**src/design/pipePkg.sv**
```systemverilog
//--------------------------------------------------------------------------
// Pipeline-internal codes: ALU operations, branch kinds and forwarding
// selects passed between the decode and execute stages.
//--------------------------------------------------------------------------
package pipePkg;
    localparam int aluOpWidth = 4;

    localparam logic [aluOpWidth-1:0] aluAdd   = 4'd0;
    localparam logic [aluOpWidth-1:0] aluSub   = 4'd1;
    localparam logic [aluOpWidth-1:0] aluAnd   = 4'd2;
    localparam logic [aluOpWidth-1:0] aluOr    = 4'd3;
    localparam logic [aluOpWidth-1:0] aluXor   = 4'd4;
    localparam logic [aluOpWidth-1:0] aluSlt   = 4'd5;
    localparam logic [aluOpWidth-1:0] aluSll   = 4'd6;
    localparam logic [aluOpWidth-1:0] aluSrl   = 4'd7;
    localparam logic [aluOpWidth-1:0] aluSra   = 4'd8;
    localparam logic [aluOpWidth-1:0] aluPassB = 4'd9; // LUI

    // branch kind
    localparam logic [1:0] brNone = 2'd0;
    localparam logic [1:0] brEq   = 2'd1;
    localparam logic [1:0] brNe   = 2'd2;
    localparam logic [1:0] brLt   = 2'd3;

    // operand forwarding source
    localparam logic [1:0] fwdNone      = 2'd0;
    localparam logic [1:0] fwdResult    = 2'd1;
    localparam logic [1:0] fwdWriteback = 2'd2;
endpackage

```
**src/design/isaPkg.sv**
```systemverilog
//--------------------------------------------------------------------------
// RV32I subset encodings: opcodes, function codes and the instruction word
// with its R and I/S views. Referenced by scoped name from the decoder.
//--------------------------------------------------------------------------
package isaPkg;
    localparam int xlen = 32;
    localparam int regAddrWidth = 5;

    // major opcodes
    localparam logic [6:0] opLoad   = 7'b0000011;
    localparam logic [6:0] opStore  = 7'b0100011;
    localparam logic [6:0] opBranch = 7'b1100011;
    localparam logic [6:0] opJal    = 7'b1101111;
    localparam logic [6:0] opOpImm  = 7'b0010011;
    localparam logic [6:0] opOp     = 7'b0110011;
    localparam logic [6:0] opLui    = 7'b0110111;

    localparam logic [2:0] f3Add = 3'b000; // ADD, SUB, ADDI
    localparam logic [2:0] f3Sll = 3'b001;
    localparam logic [2:0] f3Slt = 3'b010;
    localparam logic [2:0] f3Xor = 3'b100;
    localparam logic [2:0] f3Srl = 3'b101; // SRL, SRA
    localparam logic [2:0] f3Or  = 3'b110;
    localparam logic [2:0] f3And = 3'b111;
    localparam logic [2:0] f3Beq = 3'b000;
    localparam logic [2:0] f3Bne = 3'b001;
    localparam logic [2:0] f3Blt = 3'b100;

    localparam logic [6:0] funct7Alt = 7'b0100000; // SUB, SRA
    localparam logic [31:0] nopWord = 32'h0000_0013; // addi x0,x0,0

    // one word, read either as R-type or as I/S-type
    typedef union packed {
        struct packed {
            logic [6:0]              funct7;
            logic [regAddrWidth-1:0] rs2;
            logic [regAddrWidth-1:0] rs1;
            logic [2:0]              funct3;
            logic [regAddrWidth-1:0] rd;
            logic [6:0]              opcode;
        } r;
        struct packed {
            logic [11:0]             imm;    // S keeps imm[11:5] in the top bits
            logic [regAddrWidth-1:0] rs1;
            logic [2:0]              funct3;
            logic [regAddrWidth-1:0] rd;     // S imm[4:0]
            logic [6:0]              opcode;
        } i;
    } instrWord;
endpackage
```
**src/design/rvCore.sv**
```systemverilog
//--------------------------------------------------------------------------
// Five-stage RV32I core top level. Wires the fetch, decode, execute and
// result stages to the instruction and data memory ports.
//--------------------------------------------------------------------------
module rvCore #(
    parameter logic [31:0] resetPc = 32'h0
) (
    input  logic                    clk,
    input  logic                    rst_n,
    output logic [isaPkg::xlen-1:0] imemAddr,
    input  logic [isaPkg::xlen-1:0] imemData,
    output logic [isaPkg::xlen-1:0] dmemAddr,
    output logic [isaPkg::xlen-1:0] dmemWriteData,
    output logic                    dmemWrite,
    output logic                    dmemRead,
    input  logic [isaPkg::xlen-1:0] dmemReadData
);
    // fetch and decode
    logic [isaPkg::xlen-1:0] fetchPc, fetchLink;
    logic                    fetchKill, stall;

    // decode/execute register
    logic [isaPkg::xlen-1:0]         dxPc, dxLink, dxRs1Data, dxRs2Data, dxImm;
    logic [isaPkg::regAddrWidth-1:0] dxRs1, dxRs2, dxRd;
    logic [pipePkg::aluOpWidth-1:0]  dxAluOp;
    logic [1:0]                      dxBrKind;
    logic dxSelPc, dxSelImm, dxJump, dxMemRead, dxMemWrite, dxRegWrite, dxWbFromMem;

    // execute/result register
    logic [isaPkg::xlen-1:0]         aluResult, storeData, branchTarget, exLink;
    logic [isaPkg::regAddrWidth-1:0] exRd;
    logic exBranch, exJump, exMemRead, exMemWrite, exRegWrite, exWbFromMem;

    // back from the result stage
    logic                            redirect, flush, resWrite, wbWrite;
    logic [isaPkg::xlen-1:0]         redirectTarget, resValue, wbData;
    logic [isaPkg::regAddrWidth-1:0] resRd, wbRd;

    fetchStage #(
        .resetPc (resetPc)
    ) fetch_i (.*);

    decodeStage decode_i (.*);

    executeStage execute_i (.*);

    resultStage result_i (.*);
endmodule

```
**src/design/resultStage.sv**
```systemverilog
//--------------------------------------------------------------------------
// Result stage. Drives the data memory, resolves branches and jumps, and
// holds the writeback register whose output feeds the register file.
//--------------------------------------------------------------------------
module resultStage (
    input  logic                            clk,
    input  logic                            rst_n,
    input  logic [isaPkg::xlen-1:0]         aluResult,
    input  logic [isaPkg::xlen-1:0]         storeData,
    input  logic [isaPkg::xlen-1:0]         branchTarget,
    input  logic [isaPkg::regAddrWidth-1:0] exRd,
    input  logic                            exBranch,
    input  logic                            exJump,
    input  logic                            exMemRead,
    input  logic                            exMemWrite,
    input  logic                            exRegWrite,
    input  logic                            exWbFromMem,
    input  logic [isaPkg::xlen-1:0]         exLink,
    input  logic [isaPkg::xlen-1:0]         dmemReadData,
    output logic [isaPkg::xlen-1:0]         dmemAddr,
    output logic [isaPkg::xlen-1:0]         dmemWriteData,
    output logic                            dmemWrite,
    output logic                            dmemRead,
    output logic                            redirect,
    output logic [isaPkg::xlen-1:0]         redirectTarget,
    output logic                            flush,
    output logic [isaPkg::regAddrWidth-1:0] resRd,
    output logic                            resWrite,
    output logic [isaPkg::xlen-1:0]         resValue,
    output logic [isaPkg::regAddrWidth-1:0] wbRd,
    output logic                            wbWrite,
    output logic [isaPkg::xlen-1:0]         wbData
);
    logic [isaPkg::xlen-1:0] wbAlu, wbLink;
    logic                    wbFromMem, wbIsLink;

    assign dmemAddr      = aluResult;
    assign dmemWriteData = storeData;
    assign dmemWrite     = exMemWrite;
    assign dmemRead      = exMemRead;

    assign redirect       = exJump | (exBranch & aluResult[0]);
    assign redirectTarget = branchTarget;
    assign flush          = redirect; // kills decode and execute

    // forwarding taps
    assign resRd    = exRd;
    assign resWrite = exRegWrite;
    assign resValue = aluResult;

    always_ff @(posedge clk or negedge rst_n) begin
        if (!rst_n) begin
            {wbWrite, wbFromMem, wbIsLink} <= '0;
        end else begin
            wbWrite   <= exRegWrite;
            wbFromMem <= exWbFromMem;
            wbIsLink  <= exJump;
        end
    end

    always_ff @(posedge clk) begin
        wbRd   <= exRd;
        wbAlu  <= aluResult;
        wbLink <= exLink;
    end

    // load data arrives one cycle after dmemRead
    assign wbData = wbFromMem ? dmemReadData : (wbIsLink ? wbLink : wbAlu);
endmodule

```
**src/design/executeStage.sv**
```systemverilog
//--------------------------------------------------------------------------
// Execute stage. Forwards operands from the result and writeback stages,
// runs the ALU and branch compare, and fills the execute/result register.
//--------------------------------------------------------------------------
module executeStage (
    input  logic                            clk,
    input  logic                            rst_n,
    input  logic [isaPkg::xlen-1:0]         dxPc,
    input  logic [isaPkg::xlen-1:0]         dxLink,
    input  logic [isaPkg::xlen-1:0]         dxRs1Data,
    input  logic [isaPkg::xlen-1:0]         dxRs2Data,
    input  logic [isaPkg::xlen-1:0]         dxImm,
    input  logic [isaPkg::regAddrWidth-1:0] dxRs1,
    input  logic [isaPkg::regAddrWidth-1:0] dxRs2,
    input  logic [isaPkg::regAddrWidth-1:0] dxRd,
    input  logic [pipePkg::aluOpWidth-1:0]  dxAluOp,
    input  logic                            dxSelPc,
    input  logic                            dxSelImm,
    input  logic [1:0]                      dxBrKind,
    input  logic                            dxJump,
    input  logic                            dxMemRead,
    input  logic                            dxMemWrite,
    input  logic                            dxRegWrite,
    input  logic                            dxWbFromMem,
    input  logic                            flush,
    input  logic [isaPkg::regAddrWidth-1:0] resRd,
    input  logic                            resWrite,
    input  logic [isaPkg::xlen-1:0]         resValue,
    input  logic [isaPkg::regAddrWidth-1:0] wbRd,
    input  logic                            wbWrite,
    input  logic [isaPkg::xlen-1:0]         wbData,
    output logic [isaPkg::xlen-1:0]         aluResult,
    output logic [isaPkg::xlen-1:0]         storeData,
    output logic [isaPkg::xlen-1:0]         branchTarget,
    output logic [isaPkg::regAddrWidth-1:0] exRd,
    output logic                            exBranch,
    output logic                            exJump,
    output logic                            exMemRead,
    output logic                            exMemWrite,
    output logic                            exRegWrite,
    output logic                            exWbFromMem,
    output logic [isaPkg::xlen-1:0]         exLink
);
    logic [1:0]              fwdA, fwdB;
    logic [isaPkg::xlen-1:0] rs1Val, rs2Val, opA, opB, aluOut;
    logic                    cond;

    // result stage is younger, so it wins
    function automatic logic [1:0] fwdSel(input logic [isaPkg::regAddrWidth-1:0] rs);
        if (resWrite && resRd != '0 && resRd == rs)
            return pipePkg::fwdResult;
        else if (wbWrite && wbRd != '0 && wbRd == rs)
            return pipePkg::fwdWriteback;
        return pipePkg::fwdNone;
    endfunction

    function automatic logic [isaPkg::xlen-1:0] fwdMux(input logic [1:0] sel,
                                                       input logic [isaPkg::xlen-1:0] regVal);
        case (sel)
            pipePkg::fwdResult:    return resValue;
            pipePkg::fwdWriteback: return wbData;
            default:               return regVal;
        endcase
    endfunction

    always_comb begin
        fwdA   = fwdSel(dxRs1);
        fwdB   = fwdSel(dxRs2);
        rs1Val = fwdMux(fwdA, dxRs1Data);
        rs2Val = fwdMux(fwdB, dxRs2Data);
        opA    = dxSelPc ? dxPc : rs1Val;
        opB    = dxSelImm ? dxImm : rs2Val;
    end

    always_comb begin
        case (dxAluOp)
            pipePkg::aluSub:   aluOut = opA - opB;
            pipePkg::aluAnd:   aluOut = opA & opB;
            pipePkg::aluOr:    aluOut = opA | opB;
            pipePkg::aluXor:   aluOut = opA ^ opB;
            pipePkg::aluSlt:   aluOut = {{(isaPkg::xlen-1){1'b0}}, $signed(opA) < $signed(opB)};
            pipePkg::aluSll:   aluOut = opA << opB[4:0];
            pipePkg::aluSrl:   aluOut = opA >> opB[4:0];
            pipePkg::aluSra:   aluOut = $signed(opA) >>> opB[4:0];
            pipePkg::aluPassB: aluOut = opB;
            default:           aluOut = opA + opB;
        endcase
        case (dxBrKind)
            pipePkg::brEq: cond = (aluOut == '0); // xor of the operands
            pipePkg::brNe: cond = (aluOut != '0);
            pipePkg::brLt: cond = aluOut[0];      // slt
            default:       cond = 1'b0;
        endcase
    end

    always_ff @(posedge clk or negedge rst_n) begin
        if (!rst_n) begin
            {exBranch, exJump, exMemRead, exMemWrite, exRegWrite, exWbFromMem} <= '0;
        end else begin
            exBranch    <= (dxBrKind != pipePkg::brNone) & ~flush;
            exJump      <= dxJump & ~flush;
            exMemRead   <= dxMemRead & ~flush;
            exMemWrite  <= dxMemWrite & ~flush;
            exRegWrite  <= dxRegWrite & ~flush;
            exWbFromMem <= dxWbFromMem & ~flush;
        end
    end

    // branch condition rides in bit 0
    always_ff @(posedge clk) begin
        aluResult    <= (dxBrKind != pipePkg::brNone) ? {{(isaPkg::xlen-1){1'b0}}, cond} : aluOut;
        storeData    <= rs2Val;
        branchTarget <= dxPc + dxImm;
        exRd         <= dxRd;
        exLink       <= dxLink;
    end
endmodule

```
**src/design/decodeStage.sv**
```systemverilog
//--------------------------------------------------------------------------
// Decode stage. Decodes control and immediate, reads the register file,
// detects load-use hazards and fills the decode/execute register.
//--------------------------------------------------------------------------
module decodeStage (
    input  logic                              clk,
    input  logic                              rst_n,
    input  logic [isaPkg::xlen-1:0]           imemData,
    input  logic [isaPkg::xlen-1:0]           fetchPc,
    input  logic [isaPkg::xlen-1:0]           fetchLink,
    input  logic                              fetchKill,
    input  logic                              flush,
    input  logic [isaPkg::regAddrWidth-1:0]   wbRd,
    input  logic [isaPkg::xlen-1:0]           wbData,
    input  logic                              wbWrite,
    output logic                              stall,
    output logic [isaPkg::xlen-1:0]           dxPc,
    output logic [isaPkg::xlen-1:0]           dxLink,
    output logic [isaPkg::xlen-1:0]           dxRs1Data,
    output logic [isaPkg::xlen-1:0]           dxRs2Data,
    output logic [isaPkg::xlen-1:0]           dxImm,
    output logic [isaPkg::regAddrWidth-1:0]   dxRs1,
    output logic [isaPkg::regAddrWidth-1:0]   dxRs2,
    output logic [isaPkg::regAddrWidth-1:0]   dxRd,
    output logic [pipePkg::aluOpWidth-1:0]    dxAluOp,
    output logic                              dxSelPc,
    output logic                              dxSelImm,
    output logic [1:0]                        dxBrKind,
    output logic                              dxJump,
    output logic                              dxMemRead,
    output logic                              dxMemWrite,
    output logic                              dxRegWrite,
    output logic                              dxWbFromMem
);
    isaPkg::instrWord              ins;
    logic [isaPkg::xlen-1:0]       rs1Data, rs2Data, imm;
    logic [pipePkg::aluOpWidth-1:0] aluOp;
    logic [1:0]                    brKind;
    logic selPc, selImm, jump, memRead, memWrite, regWrite, wbFromMem;
    logic altOp, bubble;

    assign ins   = fetchKill ? isaPkg::nopWord : imemData;
    assign altOp = (ins.r.opcode == isaPkg::opOp) && (ins.r.funct7 == isaPkg::funct7Alt);

    always_comb begin
        aluOp = pipePkg::aluAdd;
        brKind = pipePkg::brNone;
        {selPc, selImm, jump, memRead, memWrite, regWrite, wbFromMem} = '0;
        imm = {{20{ins[31]}}, ins.i.imm}; // I-type unless overridden
        case (ins.r.opcode)
            isaPkg::opOp, isaPkg::opOpImm: begin
                regWrite = 1'b1;
                selImm   = (ins.r.opcode == isaPkg::opOpImm);
                case (ins.r.funct3)
                    isaPkg::f3Add: aluOp = altOp ? pipePkg::aluSub : pipePkg::aluAdd;
                    isaPkg::f3Sll: aluOp = pipePkg::aluSll;
                    isaPkg::f3Slt: aluOp = pipePkg::aluSlt;
                    isaPkg::f3Xor: aluOp = pipePkg::aluXor;
                    isaPkg::f3Srl: aluOp = altOp ? pipePkg::aluSra : pipePkg::aluSrl;
                    isaPkg::f3Or:  aluOp = pipePkg::aluOr;
                    isaPkg::f3And: aluOp = pipePkg::aluAnd;
                    default:       aluOp = pipePkg::aluAdd;
                endcase
            end
            isaPkg::opLui: begin
                {regWrite, selImm} = 2'b11;
                aluOp = pipePkg::aluPassB;
                imm   = {ins[31:12], 12'b0};
            end
            isaPkg::opLoad: begin
                {regWrite, selImm, memRead, wbFromMem} = 4'b1111;
            end
            isaPkg::opStore: begin
                {selImm, memWrite} = 2'b11;
                imm = {{20{ins[31]}}, ins.i.imm[11:5], ins.i.rd}; // split S immediate
            end
            isaPkg::opBranch: begin
                imm = {{20{ins[31]}}, ins[7], ins[30:25], ins[11:8], 1'b0};
                aluOp = (ins.r.funct3 == isaPkg::f3Blt) ? pipePkg::aluSlt : pipePkg::aluXor;
                case (ins.r.funct3)
                    isaPkg::f3Beq: brKind = pipePkg::brEq;
                    isaPkg::f3Bne: brKind = pipePkg::brNe;
                    isaPkg::f3Blt: brKind = pipePkg::brLt;
                    default:       brKind = pipePkg::brNone;
                endcase
            end
            isaPkg::opJal: begin
                {regWrite, jump, selPc, selImm} = 4'b1111; // ALU mirrors the target
                imm = {{12{ins[31]}}, ins[19:12], ins[20], ins[30:21], 1'b0};
            end
            default: ;
        endcase
    end

    // load in execute feeding this instruction
    assign stall  = dxMemRead && (dxRd != '0) && (dxRd == ins.r.rs1 || dxRd == ins.r.rs2);
    assign bubble = stall | flush;

    regFile rf_i (
        .clk     (clk),
        .rst_n   (rst_n),
        .rs1     (ins.r.rs1),
        .rs2     (ins.r.rs2),
        .wbRd    (wbRd),
        .wbData  (wbData),
        .wbWrite (wbWrite),
        .rs1Data (rs1Data),
        .rs2Data (rs2Data)
    );

    always_ff @(posedge clk or negedge rst_n) begin
        if (!rst_n) begin
            dxBrKind <= pipePkg::brNone;
            {dxJump, dxMemRead, dxMemWrite, dxRegWrite, dxWbFromMem} <= '0;
        end else begin
            dxBrKind    <= bubble ? pipePkg::brNone : brKind;
            dxJump      <= jump & ~bubble;
            dxMemRead   <= memRead & ~bubble;
            dxMemWrite  <= memWrite & ~bubble;
            dxRegWrite  <= regWrite & ~bubble;
            dxWbFromMem <= wbFromMem & ~bubble;
        end
    end

    always_ff @(posedge clk) begin
        dxPc      <= fetchPc;
        dxLink    <= fetchLink;
        dxRs1Data <= rs1Data;
        dxRs2Data <= rs2Data;
        dxImm     <= imm;
        dxRs1     <= ins.r.rs1;
        dxRs2     <= ins.r.rs2;
        dxRd      <= ins.r.rd;
        dxAluOp   <= aluOp;
        dxSelPc   <= selPc;
        dxSelImm  <= selImm;
    end
endmodule

```
**src/design/regFile.sv**
```systemverilog
//--------------------------------------------------------------------------
// 32-entry integer register file, two read ports and one write port.
// A read of the register being written returns the new value.
//--------------------------------------------------------------------------
module regFile (
    input  logic                            clk,
    input  logic                            rst_n,
    input  logic [isaPkg::regAddrWidth-1:0] rs1,
    input  logic [isaPkg::regAddrWidth-1:0] rs2,
    input  logic [isaPkg::regAddrWidth-1:0] wbRd,
    input  logic [isaPkg::xlen-1:0]         wbData,
    input  logic                            wbWrite,
    output logic [isaPkg::xlen-1:0]         rs1Data,
    output logic [isaPkg::xlen-1:0]         rs2Data
);
    logic [isaPkg::xlen-1:0] regs [2**isaPkg::regAddrWidth];

    always_ff @(posedge clk or negedge rst_n) begin
        if (!rst_n) begin
            for (int k = 0; k < 2**isaPkg::regAddrWidth; k++)
                regs[k] <= '0;
        end else if (wbWrite && wbRd != '0) begin
            regs[wbRd] <= wbData; // x0 never written
        end
    end

    // write-first bypass
    assign rs1Data = (rs1 == '0) ? '0 :
                     (wbWrite && wbRd == rs1) ? wbData : regs[rs1];
    assign rs2Data = (rs2 == '0) ? '0 :
                     (wbWrite && wbRd == rs2) ? wbData : regs[rs2];
endmodule

```
**src/design/fetchStage.sv**
```systemverilog
//--------------------------------------------------------------------------
// Fetch stage. Picks the next instruction address and registers the pc and
// link address of the word returned by the synchronous instruction memory.
//--------------------------------------------------------------------------
module fetchStage #(
    parameter logic [31:0] resetPc = 32'h0
) (
    input  logic                    clk,
    input  logic                    rst_n,
    input  logic                    stall,
    input  logic                    redirect,
    input  logic [isaPkg::xlen-1:0] redirectTarget,
    output logic [isaPkg::xlen-1:0] imemAddr,
    output logic [isaPkg::xlen-1:0] fetchPc,
    output logic [isaPkg::xlen-1:0] fetchLink,
    output logic                    fetchKill
);
    logic killQ; // word on the bus after reset is stale

    // redirect wins over stall
    always_comb begin
        if (redirect)
            imemAddr = redirectTarget;
        else if (stall)
            imemAddr = fetchPc;   // re-read the word held in decode
        else
            imemAddr = fetchLink; // sequential pc
    end

    always_ff @(posedge clk or negedge rst_n) begin
        if (!rst_n) begin
            fetchPc   <= resetPc;
            fetchLink <= resetPc;
            killQ     <= 1'b1;
        end else begin
            fetchPc   <= imemAddr;
            fetchLink <= imemAddr + 32'd4;
            killQ     <= 1'b0;
        end
    end

    assign fetchKill = killQ | redirect; // wrong-path word dies with the redirect
endmodule

```
**config.mk**
```make
export PLATFORM = sky130hd
export DESIGN_NAME = rvCore
export DESIGN_NICKNAME = d
export VERILOG_FILES = /design/src/design/pipePkg.sv /design/src/design/isaPkg.sv /design/src/design/rvCore.sv /design/src/design/resultStage.sv /design/src/design/executeStage.sv /design/src/design/decodeStage.sv /design/src/design/regFile.sv /design/src/design/fetchStage.sv
export SDC_FILE = /design/constraint.sdc
export NUM_CORES = 2
export LEC_CHECK = 0
export BUFFER_PORTS_ARGS = -buffer_cell sky130_fd_sc_hd__buf_2
export CORE_MARGIN = 4
export CORE_UTILIZATION = 45
export CTS_CLUSTER_SIZE = 40
export DETAILED_ROUTE_END_ITERATION = 8
export PLACE_DENSITY_LB_ADDON = 0.1
export SETUP_SLACK_MARGIN = 0.15
export SLEW_MARGIN = 25
export SYNTH_ARGS = -nofsm -noshare
export SYNTH_HDL_FRONTEND = slang
export SYNTH_SLANG_ARGS = --single-unit
export TNS_END_PERCENT = 30
```
**constraint.sdc**
```tcl
create_clock -name clk -period 19.8 [get_ports clk]
set_clock_uncertainty 0.15 [all_clocks]
set_input_delay 3.96 -clock clk [delete_from_list [all_inputs] [get_ports clk]]
set_output_delay 3.96 -clock clk [all_outputs]
set_load 0.01 [all_outputs]
```
## Yosys cells after proc, flatten, opt, wreduce, memory -nomap -nowiden

Index checks and enable logic that the tools add are counted.

| cells by class | value |
|---|---|
| $add $sub $neg | 4 |
| $lt $le $gt $ge | 5 |
| equality and inequality tests | 38 |
| shift operators | 3 |
| multiplexer cells | 47 |
| bitwise logic cells | 21 |
| reductions and logical operators | 25 |

Operators with widths:

| cell | number |
|---|---|
| $bwmux W1024 | 1 |
| $mux W32 | 14 |
| $bmux W32 S5 | 2 |
| $pmux W32 S9 | 1 |
| $demux W32 S5 | 1 |
| $pmux W32 S2 | 2 |
| $pmux W31 S4 | 1 |
| $add A32 B32 Y32 | 2 |
| $eq A5 B5 Y1 | 8 |
| $add A32 B3 Y32 const B | 1 |
| $and A32 B32 Y32 | 1 |
| $logic_not A32 Y1 | 1 |
| $lt A32 B32 Y1 | 1 |
| $or A32 B32 Y32 | 1 |
| $reduce_bool A32 Y1 | 1 |
| $shl A32 B5 Y32 | 1 |
| $shr A32 B5 Y32 | 1 |
| $sshr A32 B5 Y32 | 1 |
| $sub A32 B32 Y32 | 1 |
| $xor A32 B32 Y32 | 1 |
| $eq A7 B6 Y1 const B | 4 |
| $pmux W4 S7 | 1 |
| $ge A6 B6 Y1 const B | 3 |
| $not A5 Y6 | 3 |
| other kinds (32) | 89 |

| storage, ports and cells | value |
|---|---|
| register bits | 1486 |
| bits of input ports | 66 |

## Longest topological paths before layout

| depth | value |
|---|---|
| word-level depth | 14 |
| depth in mapped cells | 29 |
| depth with buffers taken out | 25 |

## Modules after synthesis

Synthesis repeated with hierarchy kept, for this count alone.

| unflattened totals | value |
|---|---|
| cells, all modules | 6901 |
| area, all modules | 82297.7 um2 |

By module, submodules not included:

| module | times used | cells each | area each (um2) | sequential area each (um2) |
|---|---|---|---|---|
| regFile | 1 | 3905 | 55403.1 | 25624.6 |
| executeStage | 1 | 2065 | 15736.3 | 2812.7 |
| decodeStage | 1 | 352 | 4823.4 | 3773.6 |
| resultStage | 1 | 317 | 3206.8 | 1456.4 |
| fetchStage | 1 | 262 | 3128.0 | 1577.8 |

## Worst setup path after synthesis

OpenSTA, ideal clock, no wires.

| timing | value |
|---|---|
| kind | input to output |
| start | input imemData[23] in the netlist's numbering |
| end | output imemAddr[26] in the netlist's numbering |
| arrival time | 6.395 ns |
| required time | 15.690 ns |
| slack | 9.295 ns |
| cell stages on the path | 13 |
| path buffers | 5 |
| cells stage by stage | clkbuf_1 -> nand2_1 -> clkinv_1 -> xnor2_1 -> nand3_1 -> nor3_1 -> o221a_2 -> buf_2 -> buf_4 -> buf_2 -> buf_2 -> mux2i_1 -> a21oi_1 |

| between the ends | value |
|---|---|
| longest elaborated chain between the ends | 6 |

Ends and longest elaborated chain:

| element | line | RTL |
|---|---|---|
| start: declaration | rvCore.sv:11 | `input logic [isaPkg::xlen-1:0] imemData,` |
| $mux W32 | decodeStage.sv:42 | `assign ins = fetchKill ? isaPkg::nopWord : imemData;` |
| $eq A5 B5 Y1 | decodeStage.sv:96 | `assign stall = dxMemRead && (dxRd != '0) && (dxRd == ins.r.rs1 \|\| dxRd == ins.r.rs2);` |
| $logic_or A1 B1 Y1 | decodeStage.sv:96 |  |
| $logic_and A1 B1 Y1 | decodeStage.sv:96 |  |
| $mux W32 | fetchStage.sv:24 | `else if (stall)` |
| $mux W32 | fetchStage.sv:22 | `if (redirect)` |
| end: declaration | rvCore.sv:10 | `output logic [isaPkg::xlen-1:0] imemAddr,` |

Every way passes these cells.

## Worst setup path in the final report

| timing | value |
|---|---|
| start | input imemData[20] in the netlist's numbering |
| end | output imemAddr[17] in the netlist's numbering |

The elaborated chain is that of the path after synthesis.

==> results.rst <==
.. list-table::
   :header-rows: 1

   * - Metric
     - Value
   * - Clk sink count
     - 1,482
   * - Category of the worst setup path launch point
     - primary input
   * - Setup TNS
     - 0 ps
   * - Simple logic cell fraction of the synthesized area
     - 18.5%
   * - Maximum resistive drop on vdd
     - 0.0751 mV
   * - HPWL after DPL
     - 232,000 µm
   * - Data arrival, critical path
     - 7820 ps
   * - CP Capture Type
     - output port
   * - CP Max Fanout
     - 80
   * - Top cell type by total area after synthesis
     - dfrtp_1
   * - Synthesized-area fraction occupied by adder cells
     - 2.04%
   * - Number of buffers created by CTS
     - 167
   * - Dominant cells by area after synthesis
     - dfrtp_1 (34%), nand2_1 (11%), dfxtp_1 (9.3%)
   * - Post-CTS Setup Bufs
     - 0
   * - Placed Instance Area
     - 84,400 µm²
   * - CTS tree
     - done
   * - CP required
     - 15,690 ps
   * - Yosys cell types
     - 102
   * - Total number of vias
     - 77,000
   * - Max-slew headroom at the worst pin
     - 13.0%
   * - Num ports
     - 164
   * - Final critical-path share of the clock period
     - between 60% and 70%
   * - Hold Path Class
     - flop to flop
   * - Clock edge transition at the registers on the reported setup and hold paths
     - 60 ps
   * - Run status
     - finished clean
   * - Effective utilization at floorplan
     - a little under half
   * - Number of levels in the clock H-tree
     - 4
   * - Most common library cell in the layout ignoring fill and taps
     - nand2_1
   * - Syn-to-layout area delta
     - 10.6%
   * - Most frequent cells in the layout
     - nand2_1 (2,449), o21ai_0 (1,382), dfrtp_1 (1,098)
   * - Top FF cell, synth
     - dfrtp_1
   * - Final std cell area, no fill
     - 90,500 µm²
   * - Gr usage total
     - 37.9%
   * - Filler cells
     - between 15,000 and 20,000
   * - Fraction of post-synthesis cell area in the top cell type by area
     - 33.6%
   * - Average detailed-routed wire length per instance
     - 29.8 µm
   * - Maximum number of pins on one net before global-route repair
     - ~170
   * - Post-layout net count
     - 9,927
   * - TritonRoute pass-1 iters
     - 8
   * - Post-synthesis compound-gate area fraction
     - between 20% and 30%
   * - CTS Buffer Depth
     - 3
   * - Max cap viols
     - 0
   * - Area of the placeable core
     - 181,000 µm²
   * - Sum of overflow across all layers after global routing
     - 0
   * - Post-synthesis mux area share
     - 9.54%
   * - Post-cts resize count
     - 0
   * - Average footprint of a synthesized cell
     - 8.11 µm²
   * - Number of pins exceeding their max-slew limit in the final report
     - 0
   * - Share of the synthesized netlist area taken by xor and xnor gates
     - 1.14%
   * - Sum of internal, switching and leakage power
     - 0.0112 W
   * - Achievable frequency
     - 83.8 MHz
   * - Post-Synthesis Net Count
     - 10,300
   * - Starting DRC count in detailed routing
     - 9,078
   * - Final WL
     - 365,000 µm
   * - Post-layout min period
     - ~12,000 ps
   * - Post-synth design cell area
     - 81,900 µm²
   * - Async set-or-reset flop fraction in the synthesized netlist
     - 74.3%
   * - Number of placed instances with taps included
     - 11,900
   * - Die ar.
     - 189,000 µm²
   * - Count of non-filler cells in the finished layout
     - 12,300
   * - Floorplan die width
     - 435 µm
   * - Register bit total from synthesis
     - 1,482
   * - First-pass GRT wire length
     - 524,000 µm
   * - Initial antenna violation count
     - 22
   * - Number of enable flip-flop cells after synthesis
     - 0
   * - Height of the die
     - 435 µm
   * - Finish-stage setup viols
     - 0
   * - Total number of yosys warnings
     - 0
   * - Root Buffer
     - clkbuf_16
   * - Antenna Nets Post-Route
     - 0
   * - Total of hold buffers inserted after clock tree synthesis
     - 0
   * - Via count of the first global-routing pass
     - 72,900
   * - GPL Wtd Cong
     - 1.02
   * - Final hold violation count
     - 0
   * - Register area share after synthesis
     - 43.0%
   * - Leakage power total
     - 40.0 nW
   * - Standard-cell rows
     - 156
   * - Port Buf Inserts
     - about 160
   * - Main combinational cell family by area after synthesis
     - compound AO/OA/AOI/OAI gates
   * - Clock latency at the later pin of the worst-skew pair
     - 850 ps
   * - Synthesized instance count
     - 10,100
   * - Via density per instance
     - approximately 6.3
   * - Layout cell share with drive strength beyond 1
     - 11.5%
   * - RSZ-0062 raised after global routing
     - no
   * - Critical path type
     - primary input to output port
   * - Remaining routing DRC violations
     - 0
   * - Power density over cell area
     - around 120 nW/µm²
   * - Actual transition at the worst max-transition pin
     - approximately 1300 ps
through the flow:
| stage | utilization, % | hold WS [ps] | setup WS (ps) |
|---|---|---|---|
| final | 50.1 | 161 | 7870 |
| after global routing | 50.1 | 176 | 7720 |
| after CTS | 50.0 | 161 | 7990 |
| after detailed placement | 46.7 | 162 | 7990 |
| after global placement | 46.6 | 160 | 8020 |
| after floorplan | - | 160 | 9290 |
state kept, by name, indices dropped and copies added, names as in the netlist, 30 cells and up:
name and cells:
execute_i.storeData 32, execute_i.exLink 32, fetch_i.fetchPc 32, decode_i.dxLink 30, fetch_i.fetchLink 30, decode_i.dxRs1Data 32
result_i.wbLink 32, decode_i.dxImm 32, execute_i.branchTarget 32, result_i.wbAlu 32, decode_i.dxPc 32, decode_i.rf_i.regs 1024
execute_i.aluResult 32, decode_i.dxRs2Data 32
Yosys cell counts, types with 8 or more instances:
library cell and count:
o221ai_1 141, a211o_1 12, nand2b_1 18, dfxtp_1 381, o21ai_0 1383, nand3_1 301
a221oi_1 20, and3_1 31, a221o_1 24, o21ai_1 12, o31ai_1 12, mux2_2 327
inv_1 129, a2bb2oi_1 19, a31o_2 35, xnor2_1 82, mux2i_1 405, buf_2 33
nor2b_1 32, nand2_1 2489, ha_1 129, or3_1 19, dfrtp_1 1100, o21a_1 42
clkinv_1 8, a21o_1 24, o211ai_1 35, o21bai_1 15, buf_1 75, a211oi_1 150
o22ai_1 54, nor2_1 466, a2111oi_0 14, nor4_1 76, xor2_1 25, a31oi_1 79
nand4_1 17, clkbuf_1 764, a22oi_1 44, nor3_1 130, and2_1 29, nor3b_1 14
a21oi_1 724
critical path, cell delays in order:
cell     delay (ps)
buf_8           370
nand2_4         400
inv_8           540
xnor2_1         210
nand3_1         130
nor3_1          220
o221a_2         260
buf_4           500
mux2i_1         150
a21oi_1         520
buf_2           240
final timing paths:
check | startpoint | end | slack [ps] | cells after the start
worst max register to register | result_i.wbFromMem | execute_i.aluResult[0] | 10830 | 25
worst min register to register | decode_i.dxLink[12] | execute_i.exLink[12] | 160 | 0
worst min-delay path | decode_i.dxLink[12] | execute_i.exLink[12] | 160 | 0
worst max-delay path | imemData[20] | imemAddr[17] | 7870 | 11
min in group asynchronous | rst_n | decode_i.rf_i.regs[52] | 3020 | 1
max in group asynchronous | rst_n | decode_i.rf_i.regs[669] | 12690 | 5
layout make-up:
| cell class | instances | area (µm²) | share of cell area [%] |
|---|---|---|---|
| antenna | 11 | 27.5 | 0.0304 |
| clock buffer | 241 | 4910 | 5.42 |
| clock inverter | 75 | 972 | 1.07 |
| inverter | 143 | 569 | 0.629 |
| multi-input combinational | 7580 | 43400 | 47.9 |
| sequential | 1482 | 35200 | 38.9 |
| tap | 2370 | 2970 | 3.28 |
| timing repair buffer | 355 | 2530 | 2.80 |
cell families (layout without fill, tap and decap cells):
family	Yosys count	count (layout)
simple gates	3666	3666
mux	736	736
xor+xnor	107	107
compound gates	2938	2938
fa+ha+maj	132	132
flops	1482	1482
other cells	1	12
buf+inv	1029	814
metal layers:
layer  vias to the layer above  share of wire, %  global-route usage [%]  routed length (µm)
li1                      34400                 -                       -                   -
met1                     37700                41                    50.6              150000
met2                      3894                44                    57.1              159000
met3                       963               8.5                    7.02               30900
met4                        14               7.0                    23.2               25500
met5                         -             0.022                       0                  81
where the power goes:
group	switching (W)	total (W)	internal, W	leakage (nW)
Sequential	0.000616	0.00439	0.00377	14.9
Clock	0.00138	0.00334	0.00196	2.89
Combinational	0.00230	0.00342	0.00112	22.2
No activity file was read; power rests on OpenSTA's default activity.
